## src/include/bridge_defines.svh

```systemverilog
`ifndef BRIDGE_DEFINES_SVH
`define BRIDGE_DEFINES_SVH

// bus widths
`define BRIDGE_ADDR_W 32
`define BRIDGE_DATA_W 32

// line geometry, 16 words of 4 bytes
`define BRIDGE_LINE_WORDS 16
`define BRIDGE_LINE_OFS_W 6

// arlen / awlen
`define BRIDGE_LEN_LINE 15
`define BRIDGE_LEN_SINGLE 0

`define BRIDGE_BURST_INCR 1
`define BRIDGE_BURST_FIXED 0

// R beats are steered back to the cache by these ids
`define BRIDGE_ID_INST 0
`define BRIDGE_ID_DATA 1
`define BRIDGE_ID_W 4

`endif

```

## src/logic/bridge_pkg.sv

```systemverilog
`default_nettype none

`include "bridge_defines.svh"

package bridge_pkg;

	typedef logic [`BRIDGE_ADDR_W-1:0] addr_t;
	typedef logic [`BRIDGE_DATA_W-1:0] word_t;
	typedef logic [`BRIDGE_LINE_WORDS*`BRIDGE_DATA_W-1:0] line_t; // word 0 in the low bits
	typedef logic [`BRIDGE_DATA_W/8-1:0] strb_t;
	typedef logic [3:0] axi_len_t;
	typedef logic [2:0] axi_size_t;
	typedef logic [1:0] axi_burst_t;
	typedef logic [1:0] axi_resp_t;
	typedef logic [`BRIDGE_ID_W-1:0] axi_id_t;
	typedef logic [3:0] beat_cnt_t;

	typedef enum logic [2:0] {
		rd_idle,
		rd_inst_send,
		rd_inst_wait,
		rd_data_send,
		rd_data_wait
	} rd_state_e;

	typedef enum logic [1:0] {
		wr_idle,
		wr_addr,
		wr_data,
		wr_resp
	} wr_state_e;

	// sram-like requests from the caches
	typedef struct packed {
		logic      req;
		logic      uncached;
		axi_size_t size;
		addr_t     addr;
	} rd_req_t;

	typedef struct packed {
		logic  valid;
		logic  last;
		word_t data;
	} rd_ret_t;

	typedef struct packed {
		logic      req;
		logic      uncached;
		axi_size_t size;
		addr_t     addr;
		strb_t     strb;
		line_t     line;   // cached write payload
		word_t     word;   // uncached write payload
	} wr_req_t;

	typedef struct packed {
		logic  busy;
		addr_t addr;
	} wr_pending_t;

	// AXI3 channels, side-band fields left out
	typedef struct packed {
		logic       valid;
		axi_id_t    id;
		addr_t      addr;
		axi_len_t   len;
		axi_size_t  size;
		axi_burst_t burst;
	} ar_chan_t;

	typedef struct packed {
		logic       valid;
		addr_t      addr;
		axi_len_t   len;
		axi_size_t  size;
		axi_burst_t burst;
	} aw_chan_t;

	typedef struct packed {
		logic  valid;
		word_t data;
		strb_t strb;
		logic  last;
	} w_chan_t;

	typedef struct packed {
		logic      valid;
		axi_id_t   id;
		word_t     data;
		axi_resp_t resp;
		logic      last;
	} r_chan_t;

endpackage

`default_nettype wire

```

## src/logic/cache_axi_bridge.sv

```systemverilog
`default_nettype none

module cache_axi_bridge
(
	input  wire                        clk,
	input  wire                        rst,

	// cache read side
	input  wire bridge_pkg::rd_req_t   icache_rd,
	input  wire bridge_pkg::rd_req_t   dcache_rd,
	output logic                       icache_rd_rdy,
	output logic                       dcache_rd_rdy,
	output bridge_pkg::rd_ret_t        icache_ret,
	output bridge_pkg::rd_ret_t        dcache_ret,

	// dcache write side
	input  wire bridge_pkg::wr_req_t   dcache_wr,
	output logic                       dcache_wr_rdy,

	// AXI read
	output bridge_pkg::ar_chan_t       ar,
	input  wire                        arready,
	input  wire bridge_pkg::r_chan_t   r,
	output logic                       rready,

	// AXI write
	output bridge_pkg::aw_chan_t       aw,
	input  wire                        awready,
	output bridge_pkg::w_chan_t        w,
	input  wire                        wready,
	input  wire                        bvalid,
	input  wire bridge_pkg::axi_resp_t bresp,
	output logic                       bready
);

	// write in flight, seen by the read side for the line hazard
	bridge_pkg::wr_pending_t wr_pending;

	assign rready = 1'b1; // R beats always taken

	read_arbiter rd_i
	(
		.clk           (clk),
		.rst           (rst),
		.icache_rd     (icache_rd),
		.dcache_rd     (dcache_rd),
		.icache_rd_rdy (icache_rd_rdy),
		.dcache_rd_rdy (dcache_rd_rdy),
		.icache_ret    (icache_ret),
		.dcache_ret    (dcache_ret),
		.wr_pending    (wr_pending),
		.ar            (ar),
		.arready       (arready),
		.r             (r)
	);

	write_burst wr_i
	(
		.clk           (clk),
		.rst           (rst),
		.dcache_wr     (dcache_wr),
		.dcache_wr_rdy (dcache_wr_rdy),
		.wr_pending    (wr_pending),
		.aw            (aw),
		.awready       (awready),
		.w             (w),
		.wready        (wready),
		.bvalid        (bvalid),
		.bresp         (bresp),
		.bready        (bready)
	);

endmodule

`default_nettype wire

```

## src/logic/read_arbiter.sv

```systemverilog
`default_nettype none

`include "bridge_defines.svh"

module read_arbiter
(
	input  wire                           clk,
	input  wire                           rst,

	input  wire bridge_pkg::rd_req_t      icache_rd,
	input  wire bridge_pkg::rd_req_t      dcache_rd,
	output logic                          icache_rd_rdy,
	output logic                          dcache_rd_rdy,
	output bridge_pkg::rd_ret_t           icache_ret,
	output bridge_pkg::rd_ret_t           dcache_ret,

	input  wire bridge_pkg::wr_pending_t  wr_pending,

	output bridge_pkg::ar_chan_t          ar,
	input  wire                           arready,
	input  wire bridge_pkg::r_chan_t      r
);

	bridge_pkg::rd_state_e state_q;
	bridge_pkg::rd_state_e state_d;
	bridge_pkg::rd_req_t   sel;   // request driving AR
	logic                  inst_go;
	logic                  data_go;
	logic                  inst_done;
	logic                  data_done;
	logic                  inst_send;
	logic                  id_is_inst;
	logic                  id_is_data;

	// true when both addresses fall in the same cache line
	function automatic logic same_line(input bridge_pkg::addr_t a, input bridge_pkg::addr_t b);
		return a[`BRIDGE_ADDR_W-1:`BRIDGE_LINE_OFS_W] == b[`BRIDGE_ADDR_W-1:`BRIDGE_LINE_OFS_W];
	endfunction

	// hold back reads that hit the line of the write in flight
	assign inst_go = icache_rd.req &&
		!(wr_pending.busy && same_line(icache_rd.addr, wr_pending.addr));
	assign data_go = dcache_rd.req &&
		!(wr_pending.busy && same_line(dcache_rd.addr, wr_pending.addr));

	assign id_is_inst = r.id == bridge_pkg::axi_id_t'(`BRIDGE_ID_INST);
	assign id_is_data = r.id == bridge_pkg::axi_id_t'(`BRIDGE_ID_DATA);

	// last beat of the burst that belongs to each port
	assign inst_done = r.valid && r.last && id_is_inst;
	assign data_done = r.valid && r.last && id_is_data;

	always_ff @(posedge clk)
	begin
		if (!rst)
			state_q <= bridge_pkg::rd_idle;
		else
			state_q <= state_d;
	end

	always_comb
	begin
		state_d = state_q;
		case (state_q)
			bridge_pkg::rd_idle:
			begin
				if (inst_go) // icache wins a tie
					state_d = bridge_pkg::rd_inst_send;
				else if (data_go)
					state_d = bridge_pkg::rd_data_send;
			end
			bridge_pkg::rd_inst_send:
			begin
				if (arready)
					state_d = bridge_pkg::rd_inst_wait;
			end
			bridge_pkg::rd_inst_wait:
			begin
				if (inst_done)
					state_d = data_go ? bridge_pkg::rd_data_send : bridge_pkg::rd_idle;
			end
			bridge_pkg::rd_data_send:
			begin
				if (arready)
					state_d = bridge_pkg::rd_data_wait;
			end
			bridge_pkg::rd_data_wait:
			begin
				if (data_done)
					state_d = inst_go ? bridge_pkg::rd_inst_send : bridge_pkg::rd_idle;
			end
			default:
				state_d = bridge_pkg::rd_idle;
		endcase
	end

	assign inst_send = state_q == bridge_pkg::rd_inst_send;
	assign sel = inst_send ? icache_rd : dcache_rd;

	always_comb
	begin
		ar.valid = inst_send || (state_q == bridge_pkg::rd_data_send);
		ar.id    = inst_send ? bridge_pkg::axi_id_t'(`BRIDGE_ID_INST)
		                     : bridge_pkg::axi_id_t'(`BRIDGE_ID_DATA);
		ar.addr  = sel.addr;
		ar.size  = sel.size;
		// uncached gets one fixed beat, cached a full line
		ar.len   = sel.uncached ? bridge_pkg::axi_len_t'(`BRIDGE_LEN_SINGLE)
		                        : bridge_pkg::axi_len_t'(`BRIDGE_LEN_LINE);
		ar.burst = sel.uncached ? bridge_pkg::axi_burst_t'(`BRIDGE_BURST_FIXED)
		                        : bridge_pkg::axi_burst_t'(`BRIDGE_BURST_INCR);
	end

	// rdy doubles as the AR handshake for that port
	assign icache_rd_rdy = inst_send && arready;
	assign dcache_rd_rdy = (state_q == bridge_pkg::rd_data_send) && arready;

	// no back-pressure, beats go straight back by id
	always_comb
	begin
		icache_ret.valid = r.valid && id_is_inst;
		icache_ret.last  = r.last && id_is_inst;
		icache_ret.data  = r.data;
		dcache_ret.valid = r.valid && id_is_data;
		dcache_ret.last  = r.last && id_is_data;
		dcache_ret.data  = r.data;
	end

endmodule

`default_nettype wire

```

## src/logic/write_burst.sv

```systemverilog
`default_nettype none

`include "bridge_defines.svh"

module write_burst
(
	input  wire                        clk,
	input  wire                        rst,

	input  wire bridge_pkg::wr_req_t   dcache_wr,
	output logic                       dcache_wr_rdy,

	output bridge_pkg::wr_pending_t    wr_pending,

	output bridge_pkg::aw_chan_t       aw,
	input  wire                        awready,
	output bridge_pkg::w_chan_t        w,
	input  wire                        wready,
	input  wire                        bvalid,
	input  wire bridge_pkg::axi_resp_t bresp,  // response code is not checked
	output logic                       bready
);

	bridge_pkg::wr_state_e state_q;
	bridge_pkg::wr_state_e state_d;

	bridge_pkg::line_t     line_q;   // shifts down one word per beat
	bridge_pkg::word_t     word_q;
	bridge_pkg::addr_t     addr_q;
	bridge_pkg::strb_t     strb_q;
	bridge_pkg::axi_size_t size_q;
	logic                  uncached_q;
	bridge_pkg::beat_cnt_t beat_q;

	logic accept;
	logic aw_fire;
	logic w_fire;
	logic b_fire;

	assign dcache_wr_rdy = state_q == bridge_pkg::wr_idle;
	assign accept        = dcache_wr.req && dcache_wr_rdy;
	assign aw_fire       = aw.valid && awready;
	assign w_fire        = w.valid && wready;
	assign b_fire        = bvalid && bready;

	always_ff @(posedge clk)
	begin
		if (!rst)
			state_q <= bridge_pkg::wr_idle;
		else
			state_q <= state_d;
	end

	always_comb
	begin
		state_d = state_q;
		case (state_q)
			bridge_pkg::wr_idle:
				if (accept)
					state_d = bridge_pkg::wr_addr;
			bridge_pkg::wr_addr:
				if (aw_fire)
					state_d = bridge_pkg::wr_data;
			bridge_pkg::wr_data:
				if (w_fire && w.last)
					state_d = bridge_pkg::wr_resp;
			bridge_pkg::wr_resp:
				if (b_fire)
					state_d = bridge_pkg::wr_idle;
			default:
				state_d = bridge_pkg::wr_idle;
		endcase
	end

	// request payload, captured once at acceptance
	always_ff @(posedge clk)
	begin
		if (accept)
		begin
			line_q     <= dcache_wr.line;
			word_q     <= dcache_wr.word;
			addr_q     <= dcache_wr.addr;
			strb_q     <= dcache_wr.strb;
			size_q     <= dcache_wr.size;
			uncached_q <= dcache_wr.uncached;
		end
		else if (w_fire)
			line_q <= line_q >> `BRIDGE_DATA_W;
	end

	always_ff @(posedge clk)
	begin
		if (!rst)
			beat_q <= '0;
		else if (accept)
			beat_q <= '0;
		else if (w_fire)
			beat_q <= beat_q + 1'b1;
	end

	// busy from the accept cycle on, so a read issued in that same cycle is held too
	always_comb
	begin
		wr_pending.busy = accept || (state_q != bridge_pkg::wr_idle);
		wr_pending.addr = accept ? dcache_wr.addr : addr_q;
	end

	always_comb
	begin
		aw.valid = state_q == bridge_pkg::wr_addr;
		aw.addr  = addr_q;
		aw.size  = size_q;
		aw.len   = uncached_q ? bridge_pkg::axi_len_t'(`BRIDGE_LEN_SINGLE)
		                      : bridge_pkg::axi_len_t'(`BRIDGE_LEN_LINE);
		aw.burst = uncached_q ? bridge_pkg::axi_burst_t'(`BRIDGE_BURST_FIXED)
		                      : bridge_pkg::axi_burst_t'(`BRIDGE_BURST_INCR);
	end

	always_comb
	begin
		w.valid = state_q == bridge_pkg::wr_data;
		w.data  = uncached_q ? word_q : line_q[`BRIDGE_DATA_W-1:0];
		w.strb  = strb_q;
		// single word, or beat 15 of a line
		w.last  = uncached_q ||
			(beat_q == bridge_pkg::beat_cnt_t'(`BRIDGE_LINE_WORDS - 1));
	end

	assign bready = state_q == bridge_pkg::wr_resp;

endmodule

`default_nettype wire

```

## config.mk

```make
export PLATFORM = sky130hd
export DESIGN_NAME = cache_axi_bridge
export DESIGN_NICKNAME = d
export VERILOG_FILES = /design/src/logic/bridge_pkg.sv /design/src/logic/cache_axi_bridge.sv /design/src/logic/read_arbiter.sv /design/src/logic/write_burst.sv
export VERILOG_INCLUDE_DIRS = /design/src /design/src/include
export SDC_FILE = /design/constraint.sdc
export NUM_CORES = 1
export LEC_CHECK = 0
export ABC_AREA = 1
export BUFFER_PORTS_ARGS = -buffer_cell sky130_fd_sc_hd__buf_2
export CORE_AREA = 2 2 358 360
export CTS_CLUSTER_DIAMETER = 50
export DETAILED_ROUTE_END_ITERATION = 16
export DIE_AREA = 0 0 360 362
export SKIP_CTS_REPAIR_TIMING = 1
export SLEW_MARGIN = 20
export SYNTH_ARGS = -nofsm -noshare
export SYNTH_HDL_FRONTEND = slang
export SYNTH_HIERARCHICAL = 1
export SYNTH_SLANG_ARGS = --single-unit
export TNS_END_PERCENT = 30
```

## constraint.sdc

```tcl
create_clock -name clk -period 33.1 [get_ports clk]
set_clock_uncertainty 0.05 [all_clocks]
set_input_delay 0 -clock clk [delete_from_list [all_inputs] [get_ports clk]]
set_output_delay 0 -clock clk [all_outputs]
set_load 0.1 [all_outputs]
```

==> results summary <==
The flow ran to the end, and the final reports show no timing, DRC or antenna violations. The most numerous cell type found on the critical path is sky130_fd_sc_hd__buf_4. In this run the deepest clock path goes through 3 buffers. The number of global-route vias before repair is roughly 21k. The floorplan core area is ~130000 um2. In this run the worst path has a maximum fanout of between 80 and 90. The number of design rule violations left after detail routing came out at 0. The startpoint class of the critical path is a flip-flop. The fraction of final layout cells with drive strength greater than 1 is 22.6%. The largest net degree at the start of global routing came out at about 180.

The total wirelength of the detailed-routed design is about 110 mm. The tool flagged a number of max-cap violations equal to 0. The tightest min-delay check is of the input pin to flip-flop type.

sky130_fd_sc_hd__nand2_1 is the most common cell in the netlist. The reg2reg setup slack came out at 27210 ps. The average routed wire per standard cell came out at roughly 18 um. The reg-to-reg startpoint is wr_i/state_q[1].

The number of detailed-routing iterations run before antenna repair is 6. TritonCTS built the clock tree. Among all stages on the critical path, the largest delay is contributed by sky130_fd_sc_hd__buf_4. The die width came out at ~360 um. The minimum clock period after layout is a little under 6000 ps. The initialized floorplan defines approximately 130 standard-cell rows. The initial cell density of the core came out at 21.4%. In this run the most critical hold path is launched from dcache_wr[18]. Clock latency on the worst-skew pair, taken at its later pin, is a little under 700 ps. The fraction of synthesis flops using an asynchronous set or reset pin came out at 0%. The top cell type by area accounts for about three fifths of the synthesized area. The first-pass GRT wire length is 134 mm. In this design, the largest share of critical-path delay is due to buffers and inverters. The netlist uses 27 different library cells. The clock slew seen by the registers of the worst setup and hold paths came out at 60 ps.

The critical path buffer and inverter count came out at 5. The cell depth of the worst flop-to-flop path is 8. The hold violation total from the final report is 0. The H-tree level count came out at 3. The data required time of the critical path is about 33000 ps. The root buffer cell chosen for the clock tree is sky130_fd_sc_hd__clkbuf_16. Buffers inserted during clock tree synthesis total 80. Summing over every cut layer, the via total after detailed routing is ~25k. The actual transition at the worst max-transition pin is about 1100 ps. Summed over all nets, the half-perimeter wirelength after detailed placement is between 70 and 80 mm.

The power density over the cells came out at 90.7 nW/um2. The global-route congestion overflow total is 0. The number of routed nets with antenna violations is 0. The relative area change from synthesis to final layout came out at 54.1%. The quantity of I/O buffers inserted on ports came out at 799. The synthesis-stage register bit count is between 500 and 600.

The leading register cell type out of synthesis is sky130_fd_sc_hd__edfxtp_1. The clock sink total is 593. The max-slew violation count is 0.

For this run, the top clock speed supported by timing is 170 MHz. The number of DRC markers in iteration 0 came out at about 2.5k. The die boundary height is 362 um. Traced cell by cell, the critical path runs through inv_1, ha_1, nand2_8, nand2_4, buf_4, buf_4, buf_4, buf_4.

The endpoint identified for the worst register-to-register timing path is wr_i/line_q[306]. The arrival time of data at the critical path endpoint is 6120 ps. The worst setup path is captured at a flip-flop. The routability congestion estimate from global placement came out at approximately 0.89. In this run the cell area of the synthesized design comes to around 27000 um2. The largest area contributor in the synthesized netlist is sky130_fd_sc_hd__edfxtp_1. The maximum VDD drop came out at about 54 uV.

The post-route worst hold slack is about 36 ps. Setup violations remaining at the end of the flow were counted as 0. The initial antenna violation count was 28. After detailed routing, the number of vias per cell comes to about 4.1. Adding up every negative setup slack in the final design gives 0 ps. The path with the worst hold slack has its endpoint at wr_i/word_q[18]. A synthesized cell averages between 9 and 10 um2.

On the worst path, the slowest cell contributes a delay of between 800 and 900 ps. In the post-synthesis netlist, the biggest area contributors are sky130_fd_sc_hd__edfxtp_1 61%, sky130_fd_sc_hd__nand2_1 26%, sky130_fd_sc_hd__dfxtp_1 3.0%. The leakage dissipation came out at about 0.020 uW. The number of synthesized flops with an enable pin came out at between 500 and 600. The area of the die came out at about 130000 um2. The sequential-to-total area share from yosys stat is roughly 64%. The worst setup path is of the flip-flop to flip-flop kind. During synthesis, Yosys emitted a total of 6 warnings. The cell count after synthesis came out at 3002.

The worst slew margin relative to its limit is ~28%. Setup repair after global routing left no endpoint under its margin. around 910 I/O pins were placed. In the synthesized netlist, the cells that appear most often are 1877 x sky130_fd_sc_hd__nand2_1, 552 x sky130_fd_sc_hd__edfxtp_1, 135 x sky130_fd_sc_hd__inv_1. Along the worst hold path, the cell count comes to 2. The share of the clock period used by the worst path after layout came out at between 10% and 20%. The final layout net count came out at 5069. The total routing usage reported by global routing came out at between 10% and 20%.
==> logic make-up (layout without fill, tap and decap cells) <==
logic type / count (synthesis) / in the layout / share of synthesized area, %
compound gates: 46 / 46 / 0.857
fa+ha+maj: 5 / 5 / 0.230
mux: 1 / 1 / 0.0369
buf+inv: 359 / 1773 / 6.80
other cells: 3 / 13 / 0.0415
flops: 593 / 593 / 64.1
simple gates: 1987 / 1987 / 27.7
xor+xnor: 8 / 8 / 0.258
==> cell type report <==
cell class	instances	area, um2
repair buffers	1478	11100
well taps	1662	2080
flip-flops and latches	593	17400
inverters	151	574
fillers	12600	84900
clock buffers	90	2040
clock inverters	54	697
diodes	7	17.5
multi-input cells	2053	7940
==> worst max path at each step <==
stage | from | endpoint | slack (ps) | cells after the start
detailed placement | wr_i/state_q[0] | wr_i/line_q[301] | 27070 | 8
global placement | wr_i/state_q[0] | wr_i/line_q[330] | 27180 | 8
global route | wr_i/state_q[0] | wr_i/line_q[297] | 26710 | 8
finish | wr_i/state_q[1] | wr_i/line_q[306] | 27210 | 8
CTS | wr_i/state_q[0] | wr_i/line_q[306] | 27100 | 8
floorplan | wr_i/state_q[0] | wr_i/line_q[0] | 19390 | 6
==> stage by stage <==
step                      cell area [um2]  total power, uW  instances  worst slack (ps)  utilization, %
final                               41800             3800       6088             27210            33.0
after global routing                41800             4000       6088             26710            33.0
after CTS                           34900             3700       5420             27100            27.5
after detailed placement            32100             2800       5276             27070            25.4
after global placement              32100             2790       5276             27180            25.4
after floorplan                     27200             2560       3005             19390               -
==> per-layer routing <==
layer,part of all wire [%],global-route usage (%),up-vias,wire length (um)
li1,-,-,12100,-
met1,40,16.9,11600,42500
met2,46,22.1,1281,49500
met3,9.2,5.88,229,9770
met4,4.4,4.94,16,4660
met5,0.086,0,-,92
==> power breakdown <==
group          internal [uW]  switching, uW
clock network            533            356
logic                    330           1140
registers               1300            136
==> cells in the final DEF, fill, tap and decap left out, types with 2 or more instances in the layout <==
master                             n
sky130_fd_sc_hd__inv_1           135
sky130_fd_sc_hd__a21oi_1           8
sky130_fd_sc_hd__bufinv_16        10
sky130_fd_sc_hd__dlygate4sd3_1   629
sky130_fd_sc_hd__clkbuf_16        80
sky130_fd_sc_hd__clkinv_2          9
sky130_fd_sc_hd__nand3_1          17
sky130_fd_sc_hd__inv_6            10
sky130_fd_sc_hd__edfxtp_1        552
sky130_fd_sc_hd__clkinv_1          6
sky130_fd_sc_hd__inv_16            3
sky130_fd_sc_hd__inv_8             2
sky130_fd_sc_hd__nand2_1        1876
sky130_fd_sc_hd__inv_2            14
sky130_fd_sc_hd__buf_12           33
sky130_fd_sc_hd__clkinv_8          3
sky130_fd_sc_hd__xnor2_1           8
sky130_fd_sc_hd__nand4_1           3
sky130_fd_sc_hd__diode_2           7
sky130_fd_sc_hd__clkinv_4          5
sky130_fd_sc_hd__clkinvlp_4        6
sky130_fd_sc_hd__buf_2           799
sky130_fd_sc_hd__o21ai_0          35
sky130_fd_sc_hd__nor2_1           80
sky130_fd_sc_hd__conb_1            6
sky130_fd_sc_hd__dfxtp_1          41
sky130_fd_sc_hd__nor3_1            3
sky130_fd_sc_hd__o21ai_1           2
sky130_fd_sc_hd__buf_4            17
sky130_fd_sc_hd__ha_1              5
sky130_fd_sc_hd__clkbuf_1         10
==> sequential cells by signal, indices dropped and copies added, names as in the netlist <==
register	cells
rd_i/state_q	3
wr_i/addr_q	32
wr_i/beat_q	4
wr_i/line_q	512
wr_i/size_q	3
wr_i/state_q	2
wr_i/strb_q	4
wr_i/uncached_q	1
wr_i/word_q	32
Power figures use the tool's default switching activity.
